==> config.mk <==
export PLATFORM = sky130hd
export DESIGN_NAME = debug_top
export DESIGN_NICKNAME = d
export VERILOG_FILES = /design/src/design/debug_pkg.sv /design/src/design/pipe_pkg.sv /design/src/design/fetch_decode_stage.sv /design/src/design/snapshot_database.sv /design/src/design/debug_regs.sv /design/src/design/debug_top.sv
export SDC_FILE = /design/constraint.sdc
export NUM_CORES = 1
export LEC_CHECK = 0
export BUFFER_PORTS_ARGS = -buffer_cell sky130_fd_sc_hd__buf_2
export CAP_MARGIN = 15
export CORE_MARGIN = 2
export CORE_UTILIZATION = 47
export DETAILED_ROUTE_END_ITERATION = 7
export GPL_TIMING_DRIVEN = 0
export HOLD_SLACK_MARGIN = 0.03
export PLACE_DENSITY = 0.66
export SETUP_SLACK_MARGIN = 0.4
export SLEW_MARGIN = 20
export SYNTH_ARGS = -nofsm -noshare
export SYNTH_HDL_FRONTEND = slang
export SYNTH_SLANG_ARGS = --single-unit
==> constraint.sdc <==
create_clock -name i_clock -period 9.6 [get_ports i_clock]
set_input_delay 0.96 -clock i_clock [delete_from_list [all_inputs] [get_ports i_clock]]
set_output_delay 0.96 -clock i_clock [all_outputs]
set_load 0.005 [all_outputs]
==> src/design/debug_pkg.sv <==
`default_nettype none

package debug_pkg;

    //////////////////////////////
    // Bus and word widths.
    //////////////////////////////

    localparam int unsigned DATA_WIDTH     = 32; // APB data and snapshot word.
    localparam int unsigned APB_ADDR_WIDTH = 4;
    localparam int unsigned CMD_WIDTH      = 4;

    //////////////////////////////
    // APB register map.
    //////////////////////////////

    localparam logic [APB_ADDR_WIDTH-1:0] REG_CTRL   = 4'h0; // Run, step, clear.
    localparam logic [APB_ADDR_WIDTH-1:0] REG_CMD    = 4'h4; // Database command.
    localparam logic [APB_ADDR_WIDTH-1:0] REG_DATA   = 4'h8; // Snapshot word.
    localparam logic [APB_ADDR_WIDTH-1:0] REG_STATUS = 4'hC; // Halted and run.

    // Bit positions inside CTRL and STATUS.
    localparam int unsigned CTRL_RUN_BIT      = 0;
    localparam int unsigned CTRL_STEP_BIT     = 1;
    localparam int unsigned CTRL_CLEAR_BIT    = 2;
    localparam int unsigned STATUS_HALTED_BIT = 0;
    localparam int unsigned STATUS_RUN_BIT    = 1;

    //////////////////////////////
    // Snapshot commands.
    //////////////////////////////

    localparam logic [CMD_WIDTH-1:0] CMD_CAPTURE      = 4'd1;  // Copy all stage values.
    localparam logic [CMD_WIDTH-1:0] CMD_PC_CYCLES    = 4'd2;
    localparam logic [CMD_WIDTH-1:0] CMD_ADDER_BRANCH = 4'd3;
    localparam logic [CMD_WIDTH-1:0] CMD_INSTRUCTION  = 4'd4;
    localparam logic [CMD_WIDTH-1:0] CMD_IMMEDIATE    = 4'd5;
    localparam logic [CMD_WIDTH-1:0] CMD_DECODE       = 4'd6;
    localparam logic [CMD_WIDTH-1:0] CMD_CLEAR        = 4'd15; // Zero the held values.

endpackage

`default_nettype wire

==> src/design/pipe_pkg.sv <==
`default_nettype none

package pipe_pkg;

    //////////////////////////////
    // Front end widths.
    //////////////////////////////

    localparam int unsigned PC_WIDTH        = 11; // Byte address.
    localparam int unsigned REG_INDEX_WIDTH = 5;
    localparam int unsigned CYCLE_WIDTH     = 16;
    localparam int unsigned INSTR_WIDTH     = 32;
    localparam int unsigned OPCODE_WIDTH    = 6;

    // Opcodes the stage acts on.
    localparam logic [OPCODE_WIDTH-1:0] OPCODE_BRANCH = 6'b000100; // Always taken.
    localparam logic [OPCODE_WIDTH-1:0] OPCODE_HALT   = 6'b111111;

    //////////////////////////////
    // Program ROM.
    //////////////////////////////

    localparam int unsigned ROM_DEPTH       = 16;
    localparam int unsigned ROM_INDEX_WIDTH = $clog2(ROM_DEPTH);

    localparam logic [INSTR_WIDTH-1:0] PROGRAM_ROM [ROM_DEPTH] = '{
        32'h0022_1821, // 0: addu $3, $1, $2.
        32'h2004_0005, // 1: addi $4, $0, 5.
        32'h2085_FFFD, // 2: addi $5, $4, -3.
        32'h00A4_3022, // 3: sub  $6, $5, $4.
        32'h1000_0002, // 4: beq  $0, $0, +2 to word 7.
        32'h0064_3825, // 5: or   $7, $3, $4 (skipped).
        32'h0022_502A, // 6: slt  $10, $1, $2 (skipped).
        32'h00C5_4024, // 7: and  $8, $6, $5.
        32'h3509_00FF, // 8: ori  $9, $8, 0xff.
        32'hFC00_0000, // 9: halt.
        32'h0000_0000,
        32'h0000_0000,
        32'h0000_0000,
        32'h0000_0000,
        32'h0000_0000,
        32'h0000_0000
    };

endpackage

`default_nettype wire

==> src/design/fetch_decode_stage.sv <==
`timescale 1ns/1ps
`default_nettype none

module fetch_decode_stage (
    input  logic                                   i_clock,
    input  logic                                   i_soft_reset,
    input  logic                                   i_run,
    input  logic                                   i_step,
    input  logic                                   i_clear,

    output logic [pipe_pkg::PC_WIDTH-1:0]          o_pc,
    output logic [pipe_pkg::PC_WIDTH-1:0]          o_adder_pc,
    output logic [pipe_pkg::PC_WIDTH-1:0]          o_branch_dir,
    output logic [pipe_pkg::CYCLE_WIDTH-1:0]       o_cycle_count,
    output logic [pipe_pkg::INSTR_WIDTH-1:0]       o_instruction,

    output logic [pipe_pkg::REG_INDEX_WIDTH-1:0]   o_rs,
    output logic [pipe_pkg::REG_INDEX_WIDTH-1:0]   o_rt,
    output logic [pipe_pkg::REG_INDEX_WIDTH-1:0]   o_rd,
    output logic [pipe_pkg::INSTR_WIDTH-1:0]       o_immediate,
    output logic                                   o_branch_taken,
    output logic                                   o_halted
);

    import pipe_pkg::*;

    localparam int unsigned IMM_WIDTH = 16;

    logic [PC_WIDTH-1:0]        pc_q;
    logic [CYCLE_WIDTH-1:0]     cycle_q;
    logic                       halted_q;

    logic [ROM_INDEX_WIDTH-1:0] rom_index;
    logic [INSTR_WIDTH-1:0]     instruction;
    logic [OPCODE_WIDTH-1:0]    opcode;
    logic [INSTR_WIDTH-1:0]     immediate;
    logic [PC_WIDTH-1:0]        adder_pc;
    logic [PC_WIDTH-1:0]        branch_dir;
    logic                       branch_taken;
    logic                       is_halt;
    logic                       advance;

    //////////////////////////////
    // Fetch and decode.
    //////////////////////////////

    assign rom_index   = pc_q[ROM_INDEX_WIDTH+1:2]; // Word index with the byte bits dropped.
    assign instruction = PROGRAM_ROM[rom_index];
    assign opcode      = instruction[INSTR_WIDTH-1 -: OPCODE_WIDTH];

    // Sign extended 16-bit immediate.
    assign immediate = {{(INSTR_WIDTH-IMM_WIDTH){instruction[IMM_WIDTH-1]}},
                        instruction[IMM_WIDTH-1:0]};

    assign adder_pc     = pc_q + PC_WIDTH'(4);
    assign branch_dir   = adder_pc + {immediate[PC_WIDTH-3:0], 2'b00}; // Word offset.
    assign branch_taken = (opcode == OPCODE_BRANCH);
    assign is_halt      = (opcode == OPCODE_HALT);

    assign advance = (i_run | i_step) & ~halted_q;

    //////////////////////////////
    // PC, cycle count and halt.
    //////////////////////////////

    always_ff @(posedge i_clock) begin
        if (!i_soft_reset || i_clear) begin
            pc_q     <= '0;
            cycle_q  <= '0;
            halted_q <= 1'b0;
        end else if (advance) begin
            cycle_q <= cycle_q + CYCLE_WIDTH'(1);
            if (is_halt) begin
                halted_q <= 1'b1; // PC stays on the halt word.
            end else if (branch_taken) begin
                pc_q <= branch_dir;
            end else begin
                pc_q <= adder_pc;
            end
        end
    end

    assign o_pc           = pc_q;
    assign o_adder_pc     = adder_pc;
    assign o_branch_dir   = branch_dir;
    assign o_cycle_count  = cycle_q;
    assign o_instruction  = instruction;
    assign o_rs           = instruction[25:21];
    assign o_rt           = instruction[20:16];
    assign o_rd           = instruction[15:11];
    assign o_immediate    = immediate;
    assign o_branch_taken = branch_taken;
    assign o_halted       = halted_q;

endmodule

`default_nettype wire

==> src/design/snapshot_database.sv <==
`timescale 1ns/1ps
`default_nettype none

module snapshot_database (
    input  logic                                  i_clock,
    input  logic                                  i_soft_reset,
    input  logic [debug_pkg::CMD_WIDTH-1:0]       i_command,
    input  logic                                  i_command_valid,

    // Stage values.
    input  logic [pipe_pkg::PC_WIDTH-1:0]         i_pc,
    input  logic [pipe_pkg::PC_WIDTH-1:0]         i_adder_pc,
    input  logic [pipe_pkg::PC_WIDTH-1:0]         i_branch_dir,
    input  logic [pipe_pkg::CYCLE_WIDTH-1:0]      i_cycle_count,
    input  logic [pipe_pkg::INSTR_WIDTH-1:0]      i_instruction,
    input  logic [pipe_pkg::REG_INDEX_WIDTH-1:0]  i_rs,
    input  logic [pipe_pkg::REG_INDEX_WIDTH-1:0]  i_rt,
    input  logic [pipe_pkg::REG_INDEX_WIDTH-1:0]  i_rd,
    input  logic [pipe_pkg::INSTR_WIDTH-1:0]      i_immediate,
    input  logic                                  i_branch_taken,
    input  logic                                  i_halted,

    output logic [debug_pkg::DATA_WIDTH-1:0]      o_snapshot_word
);

    import debug_pkg::*;
    import pipe_pkg::*;

    localparam int unsigned HALF_WIDTH = DATA_WIDTH / 2;

    logic [PC_WIDTH-1:0]        held_pc;
    logic [PC_WIDTH-1:0]        held_adder_pc;
    logic [PC_WIDTH-1:0]        held_branch_dir;
    logic [CYCLE_WIDTH-1:0]     held_cycle_count;
    logic [INSTR_WIDTH-1:0]     held_instruction;
    logic [REG_INDEX_WIDTH-1:0] held_rs;
    logic [REG_INDEX_WIDTH-1:0] held_rt;
    logic [REG_INDEX_WIDTH-1:0] held_rd;
    logic [INSTR_WIDTH-1:0]     held_immediate;
    logic                       held_branch_taken;
    logic                       held_halted;

    logic [DATA_WIDTH-1:0]      pc_cycles_word;
    logic [DATA_WIDTH-1:0]      adder_branch_word;
    logic [DATA_WIDTH-1:0]      decode_word;
    logic                       clear_cmd;
    logic                       capture_cmd;

    assign clear_cmd   = i_command_valid && (i_command == CMD_CLEAR);
    assign capture_cmd = i_command_valid && (i_command == CMD_CAPTURE);

    //////////////////////////////
    // Holding registers.
    //////////////////////////////

    always_ff @(posedge i_clock) begin
        if (!i_soft_reset || clear_cmd) begin
            held_pc           <= '0;
            held_adder_pc     <= '0;
            held_branch_dir   <= '0;
            held_cycle_count  <= '0;
            held_instruction  <= '0;
            held_rs           <= '0;
            held_rt           <= '0;
            held_rd           <= '0;
            held_immediate    <= '0;
            held_branch_taken <= 1'b0;
            held_halted       <= 1'b0;
        end else if (capture_cmd) begin
            held_pc           <= i_pc;
            held_adder_pc     <= i_adder_pc;
            held_branch_dir   <= i_branch_dir;
            held_cycle_count  <= i_cycle_count;
            held_instruction  <= i_instruction;
            held_rs           <= i_rs;
            held_rt           <= i_rt;
            held_rd           <= i_rd;
            held_immediate    <= i_immediate;
            held_branch_taken <= i_branch_taken;
            held_halted       <= i_halted;
        end
    end

    // Readout layouts.
    assign pc_cycles_word = {{(HALF_WIDTH-PC_WIDTH){1'b0}}, held_pc, held_cycle_count};

    assign adder_branch_word = {{(HALF_WIDTH-PC_WIDTH){1'b0}}, held_adder_pc,
                                {(HALF_WIDTH-PC_WIDTH-1){1'b0}}, held_branch_taken,
                                held_branch_dir};

    assign decode_word = {held_instruction[INSTR_WIDTH-1 -: OPCODE_WIDTH], held_halted,
                          {(DATA_WIDTH-OPCODE_WIDTH-1-3*REG_INDEX_WIDTH){1'b0}},
                          held_rs, held_rt, held_rd};

    //////////////////////////////
    // Readout word.
    //////////////////////////////

    always_ff @(posedge i_clock) begin
        if (!i_soft_reset) begin
            o_snapshot_word <= '0;
        end else if (i_command_valid) begin
            case (i_command)
                CMD_CAPTURE:      o_snapshot_word <= '0; // A fresh capture selects nothing.
                CMD_PC_CYCLES:    o_snapshot_word <= pc_cycles_word;
                CMD_ADDER_BRANCH: o_snapshot_word <= adder_branch_word;
                CMD_INSTRUCTION:  o_snapshot_word <= held_instruction;
                CMD_IMMEDIATE:    o_snapshot_word <= held_immediate;
                CMD_DECODE:       o_snapshot_word <= decode_word;
                default:          o_snapshot_word <= o_snapshot_word;
            endcase
        end
    end

endmodule

`default_nettype wire

==> src/design/debug_regs.sv <==
`timescale 1ns/1ps
`default_nettype none

module debug_regs (
    input  logic                                    i_clock,
    input  logic                                    i_soft_reset,
    input  logic                                    i_psel,
    input  logic                                    i_penable,
    input  logic                                    i_pwrite,
    input  logic [debug_pkg::APB_ADDR_WIDTH-1:0]    i_paddr,
    input  logic [debug_pkg::DATA_WIDTH-1:0]        i_pwdata,

    input  logic                                    i_halted,
    input  logic [debug_pkg::DATA_WIDTH-1:0]        i_snapshot_word,

    output logic [debug_pkg::DATA_WIDTH-1:0]        o_prdata,
    output logic                                    o_run,
    output logic                                    o_step,
    output logic                                    o_clear,
    output logic [debug_pkg::CMD_WIDTH-1:0]         o_command,
    output logic                                    o_command_valid
);

    import debug_pkg::*;

    logic write_access;
    logic read_access;
    logic ctrl_write;
    logic cmd_write;

    //////////////////////////////
    // APB decode.
    //////////////////////////////

    // Writes land at the access edge while reads cover setup and access.
    assign write_access = i_psel & i_penable & i_pwrite;
    assign read_access  = i_psel & ~i_pwrite;

    assign ctrl_write = write_access && (i_paddr == REG_CTRL);
    assign cmd_write  = write_access && (i_paddr == REG_CMD);

    //////////////////////////////
    // Control bits and pulses.
    //////////////////////////////

    always_ff @(posedge i_clock) begin
        if (!i_soft_reset) begin
            o_run   <= 1'b0;
            o_step  <= 1'b0;
            o_clear <= 1'b0;
        end else begin
            if (ctrl_write) begin
                o_run <= i_pwdata[CTRL_RUN_BIT]; // Held until rewritten.
            end
            o_step  <= ctrl_write & i_pwdata[CTRL_STEP_BIT];  // One cycle.
            o_clear <= ctrl_write & i_pwdata[CTRL_CLEAR_BIT]; // One cycle.
        end
    end

    always_ff @(posedge i_clock) begin
        if (!i_soft_reset) begin
            o_command       <= '0;
            o_command_valid <= 1'b0;
        end else begin
            o_command_valid <= cmd_write;
            if (cmd_write) begin
                o_command <= i_pwdata[CMD_WIDTH-1:0];
            end
        end
    end

    //////////////////////////////
    // Readback.
    //////////////////////////////

    always_comb begin
        o_prdata = '0;
        if (read_access) begin
            case (i_paddr)
                REG_CTRL: begin
                    o_prdata[CTRL_RUN_BIT] = o_run; // Step and clear read as 0.
                end
                REG_CMD: begin
                    o_prdata[CMD_WIDTH-1:0] = o_command; // Last command sent.
                end
                REG_DATA: begin
                    o_prdata = i_snapshot_word;
                end
                REG_STATUS: begin
                    o_prdata[STATUS_HALTED_BIT] = i_halted;
                    o_prdata[STATUS_RUN_BIT]    = o_run;
                end
                default: begin
                    o_prdata = '0;
                end
            endcase
        end
    end

endmodule

`default_nettype wire

==> src/design/debug_top.sv <==
`timescale 1ns/1ps
`default_nettype none

module debug_top (
    input  logic                                  i_clock,
    input  logic                                  i_soft_reset,
    input  logic                                  i_psel,
    input  logic                                  i_penable,
    input  logic                                  i_pwrite,
    input  logic [debug_pkg::APB_ADDR_WIDTH-1:0]  i_paddr,
    input  logic [debug_pkg::DATA_WIDTH-1:0]      i_pwdata,
    output logic [debug_pkg::DATA_WIDTH-1:0]      o_prdata
);

    import debug_pkg::*;
    import pipe_pkg::*;

    // Register block to stage and database.
    logic                       run;
    logic                       step;
    logic                       clear;
    logic [CMD_WIDTH-1:0]       command;
    logic                       command_valid;
    logic [DATA_WIDTH-1:0]      snapshot_word;

    // Stage values.
    logic [PC_WIDTH-1:0]        pc;
    logic [PC_WIDTH-1:0]        adder_pc;
    logic [PC_WIDTH-1:0]        branch_dir;
    logic [CYCLE_WIDTH-1:0]     cycle_count;
    logic [INSTR_WIDTH-1:0]     instruction;
    logic [REG_INDEX_WIDTH-1:0] rs;
    logic [REG_INDEX_WIDTH-1:0] rt;
    logic [REG_INDEX_WIDTH-1:0] rd;
    logic [INSTR_WIDTH-1:0]     immediate;
    logic                       branch_taken;
    logic                       halted;

    debug_regs u_debug_regs (
        .i_clock         (i_clock),
        .i_soft_reset    (i_soft_reset),
        .i_psel          (i_psel),
        .i_penable       (i_penable),
        .i_pwrite        (i_pwrite),
        .i_paddr         (i_paddr),
        .i_pwdata        (i_pwdata),
        .i_halted        (halted),
        .i_snapshot_word (snapshot_word),
        .o_prdata        (o_prdata),
        .o_run           (run),
        .o_step          (step),
        .o_clear         (clear),
        .o_command       (command),
        .o_command_valid (command_valid)
    );

    fetch_decode_stage u_fetch_decode_stage (
        .i_clock        (i_clock),
        .i_soft_reset   (i_soft_reset),
        .i_run          (run),
        .i_step         (step),
        .i_clear        (clear),
        .o_pc           (pc),
        .o_adder_pc     (adder_pc),
        .o_branch_dir   (branch_dir),
        .o_cycle_count  (cycle_count),
        .o_instruction  (instruction),
        .o_rs           (rs),
        .o_rt           (rt),
        .o_rd           (rd),
        .o_immediate    (immediate),
        .o_branch_taken (branch_taken),
        .o_halted       (halted)
    );

    snapshot_database u_snapshot_database (
        .i_clock         (i_clock),
        .i_soft_reset    (i_soft_reset),
        .i_command       (command),
        .i_command_valid (command_valid),
        .i_pc            (pc),
        .i_adder_pc      (adder_pc),
        .i_branch_dir    (branch_dir),
        .i_cycle_count   (cycle_count),
        .i_instruction   (instruction),
        .i_rs            (rs),
        .i_rt            (rt),
        .i_rd            (rd),
        .i_immediate     (immediate),
        .i_branch_taken  (branch_taken),
        .i_halted        (halted),
        .o_snapshot_word (snapshot_word)
    );

endmodule

`default_nettype wire

==> results by group <==
Yosys
  – Top cell type's share of synthesized area: 40.1%
  – Post-Syn Area: 6540 sq um
  – Post-synthesis adder-cell area fraction: 2.68%
  – Main combinational cell family by area after synthesis: simple AND/OR/NAND/NOR gates
  – Synth Net Count: 892
  – Main flop type after synthesis: dfxtp_1
  – Syn Inst Count: 837
  – Simple-gate portion of the synthesized area: 24.2%
  – Yosys top cell by area: dfxtp_1
  – Seq/Total Area, Yosys: 40.1%
  – Synth top area cells: dfxtp_1 (40%), a21oi_1 (8.3%), nand2_1 (7.7%), nor2_1 (5.6%), a22oi_1 (4.4%)
  – Complex-gate fraction of the synthesized area: 22.3%
  – Post-synthesis register bit count: 131
  – EDFF count, synth: 0
  – Mux share of post-synthesis cell area: 1.74%
  – Syn avg cell area: 7.81 sq um
  – Post-synthesis cell type count: 66
  – Synth Warn #: 0
  – Fraction of registers with async set/reset: 0%
  – Post-synthesis xor/xnor area fraction: 4.02%

CTS
  – Worst-Skew Late Latency: 430 ps
  – Clk pin slew, worst setup/hold paths: 60 ps
  – H-tree levels: 4
  – Root Buffer: clkbuf_16
  – CTS tree: yes
  – Maximum root-to-sink buffer count: 2
  – Post_cts resized: 0
  – Cts hold-fix bufs: 0
  – Post-CTS Setup Inserts: 0
  – CTS sink cnt: 131
  – Cts bufs inserted: 17

Timing
  – Slew @ Worst Pin: 1010 ps
  – Final setup vio count: 0
  – Final Hold Fails: 0
  – Peak Freq: 242 MHz
  – Setup TNS: 0 ps
  – Clock Skew: 4.18 ps
  – Minimum clock period: 4130 ps
  – Fin crit share: 43.0%
  – Setup ws final: 5470 ps
  – RSZ-0062 raised after global routing: no
  – Slew headroom: 31.5%
  – Max-slew violations: 0

Power and ir drop
  – VDD IR max: 0.145 mV
  – Pwr dens: 175 nW/um^2
  – LEAKAGE: 0.00273 uW

Global route
  – First-pass GRT wire length: 30.2 mm
  – Gr ovfl total: 0
  – M3 GR Usage: 4.87%
  – Gr usage total: 26.7%
  – GR Util met2: 43.1%
  – GR peak layer: met2
  – M1 GR Usage: 35.3%
  – Vias in the first global route: 5665
  – Initial antenna violation count: 0
  – Largest net degree at the start of global routing: 17

Route
  – DRC: 0
  – WL per Instance: 17.6 um
  – Detailed Routing Iterations Pass 1: 5
  – Detail Route Antenna Nets: 0
  – Vias post-DR: 6166
  – Drt total wl: 19.2 mm
  – Vias/cell: 5.64
  – Initial drt markers: 578

Cells and area
  – Layout cells sized above 1: 11.4%
  – Final nets: 955
  – Layout area overhead: 17.6%
  – Number of diodes: 0

Run status
  – Status: completed

Placement
  – Port bufs: 44
  – GP Congestion: 0.926
  – Post-Place Setup Slack: 5530 ps
  – DP HPWL: 14.6 mm

Setup path
  – Crit path kind: reg -> reg
  – Worst-path fanout max: 10
  – Setup crit start kind: flip-flop
  – Crit path capture type: flip-flop
  – Arrival time worst endpoint: 4420 ps
  – CP required: 9890 ps

Die
  – Core area: 13700 sq um
  – Vert. Die Dim: 122 um
  – DIE AREA: 14900 sq um
  – Starting density of the core: 47.7%
  – Die Width: 122 um
  – Top Ports: 73
  – # rows: 43

Worst hold path
  – HP Class: reg -> reg

Flow run
  – Max_cap viols: 0
[registers in the layout, indices dropped and copies added (netlist names)]
| name | count |
|---|---|
| u_fetch_decode_stage.o_pc | 9 |
| u_debug_regs.o_step | 1 |
| u_snapshot_database.held_halted | 1 |
| u_snapshot_database.held_pc | 9 |
| u_fetch_decode_stage.o_halted | 1 |
| u_snapshot_database.held_branch_taken | 1 |
| u_snapshot_database.held_adder_pc | 9 |
| u_snapshot_database.o_snapshot_word | 30 |
| u_fetch_decode_stage.o_cycle_count | 16 |
| u_snapshot_database.held_rt | 3 |
| u_snapshot_database.held_rs | 3 |
| u_debug_regs.o_clear | 1 |
| u_snapshot_database.held_branch_dir | 9 |
| u_snapshot_database.held_cycle_count | 16 |
| u_snapshot_database.held_instruction | 5 |
| u_snapshot_database.held_immediate | 11 |
| u_debug_regs.o_command_valid | 1 |
| u_debug_regs.o_command | 4 |
| u_debug_regs.o_run | 1 |
[synth_stat cells, types with 3 or more instances]
| master | number |
|---|---|
| nand2_1 | 134 |
| dfxtp_1 | 131 |
| a21oi_1 | 109 |
| nor2_1 | 97 |
| clkbuf_1 | 48 |
| a22oi_1 | 38 |
| and2_1 | 30 |
| o21ai_0 | 23 |
| inv_1 | 16 |
| xor2_1 | 16 |
| ha_1 | 14 |
| nor3_1 | 14 |
| xnor2_1 | 14 |
| nand3_1 | 13 |
| nor2b_1 | 13 |
| a211oi_1 | 12 |
| and3_1 | 10 |
| nand2b_1 | 9 |
| buf_2 | 8 |
| mux2i_1 | 8 |
| a221o_1 | 4 |
| a221oi_1 | 4 |
| buf_1 | 4 |
| o21ai_1 | 4 |
| o22ai_1 | 4 |
| a211oi_2 | 3 |
| buf_4 | 3 |
| nand4_1 | 3 |
| nor4_1 | 3 |
| o21a_1 | 3 |
| o21bai_1 | 3 |
[logic make-up (layout without fill, tap and decap cells)]
family / count (synthesis) / after routing
simple gates: 343 / 343
mux: 10 / 10
flops: 131 / 131
fa+ha+maj: 14 / 14
xor+xnor: 30 / 30
compound gates: 228 / 228
buf+inv: 81 / 157
[cells in the final DEF, fill, tap and decap left out, drive strengths merged, types with 4 or more instances in the layout]
| master | netlist | final |
|---|---|---|
| o22ai | 4 | 4 |
| a211oi | 15 | 15 |
| dfxtp | 131 | 131 |
| nand2 | 134 | 134 |
| o21bai | 4 | 4 |
| and3 | 10 | 10 |
| nor2b | 13 | 13 |
| nand2b | 9 | 9 |
| mux2i | 8 | 8 |
| and2 | 31 | 31 |
| nand3 | 14 | 14 |
| xor2 | 16 | 16 |
| a221oi | 4 | 4 |
| ha | 14 | 14 |
| bufinv | 0 | 7 |
| xnor2 | 14 | 14 |
| clkinv | 1 | 4 |
| clkbuf | 49 | 68 |
| a2111oi | 4 | 4 |
| nor3 | 17 | 17 |
| buf | 15 | 59 |
| a22oi | 38 | 38 |
| o21ai | 27 | 27 |
| nor2 | 97 | 97 |
| a221o | 4 | 4 |
| a21oi | 110 | 110 |
| inv | 16 | 17 |
[critical path: stages, from the launching register on]
cell and delay, ps:
dfxtp_1 350, clkbuf_1 410, inv_1 260, ha_1 330, clkbuf_1 390, nand2b_1 170, a21oi_1 180, a21o_1 180
ha_1 260, clkbuf_1 210, and4_1 280, and2_1 150, a221oi_1 280, xnor2_1 150, a221oi_1 310, nor2_1 90
[per-stage QoR]
stage	hold slack [ps]	instances	area, sq um	util [%]	total power, uW
final	457	1093	7690	56.0	1340
after global routing	478	1093	7690	56.0	1370
after CTS	456	1093	7690	56.0	1350
after detailed placement	448	1061	6980	50.9	579
after global placement	445	1061	6980	50.9	579
after floorplan	432	837	6540	-	569
[report_power, final]
part | switching, uW | leakage [uW] | internal, uW
clock network | 249 | 0.000340 | 527
registers | 0.184 | 0.00105 | 544
logic | 16.9 | 0.00133 | 5.76
total | 266 | 0.00273 | 1080
[area by class of cell]
cell class	count	area, sq um
well taps	180	225
fillers	1333	6030
inverters	17	63.8
plain buffers	64	263
clock buffers	19	453
repair buffers	44	220
multi-input cells	625	3590
clock inverters	13	253
flip-flops and latches	131	2620
[worst paths after layout]
path | from | to | slack, ps | cells past startpoint
setup / recovery | u_fetch_decode_stage.o_pc[2] | u_fetch_decode_stage.o_pc[8] | 5470 | 15
hold / removal | u_snapshot_database.held_pc[4] | u_snapshot_database.held_pc[4] | 460 | 2
setup reg to reg | u_fetch_decode_stage.o_pc[2] | u_fetch_decode_stage.o_pc[8] | 5470 | 15
hold reg to reg | u_snapshot_database.held_pc[4] | u_snapshot_database.held_pc[4] | 460 | 2
[layer usage]
layer / share of wire, % / wire length [um]
met2: 46 / 8870
met5: 0 / 0
met1: 45 / 8590
met4: 2.7 / 526
met3: 6.3 / 1210
(Power assumes the default switching activity.)
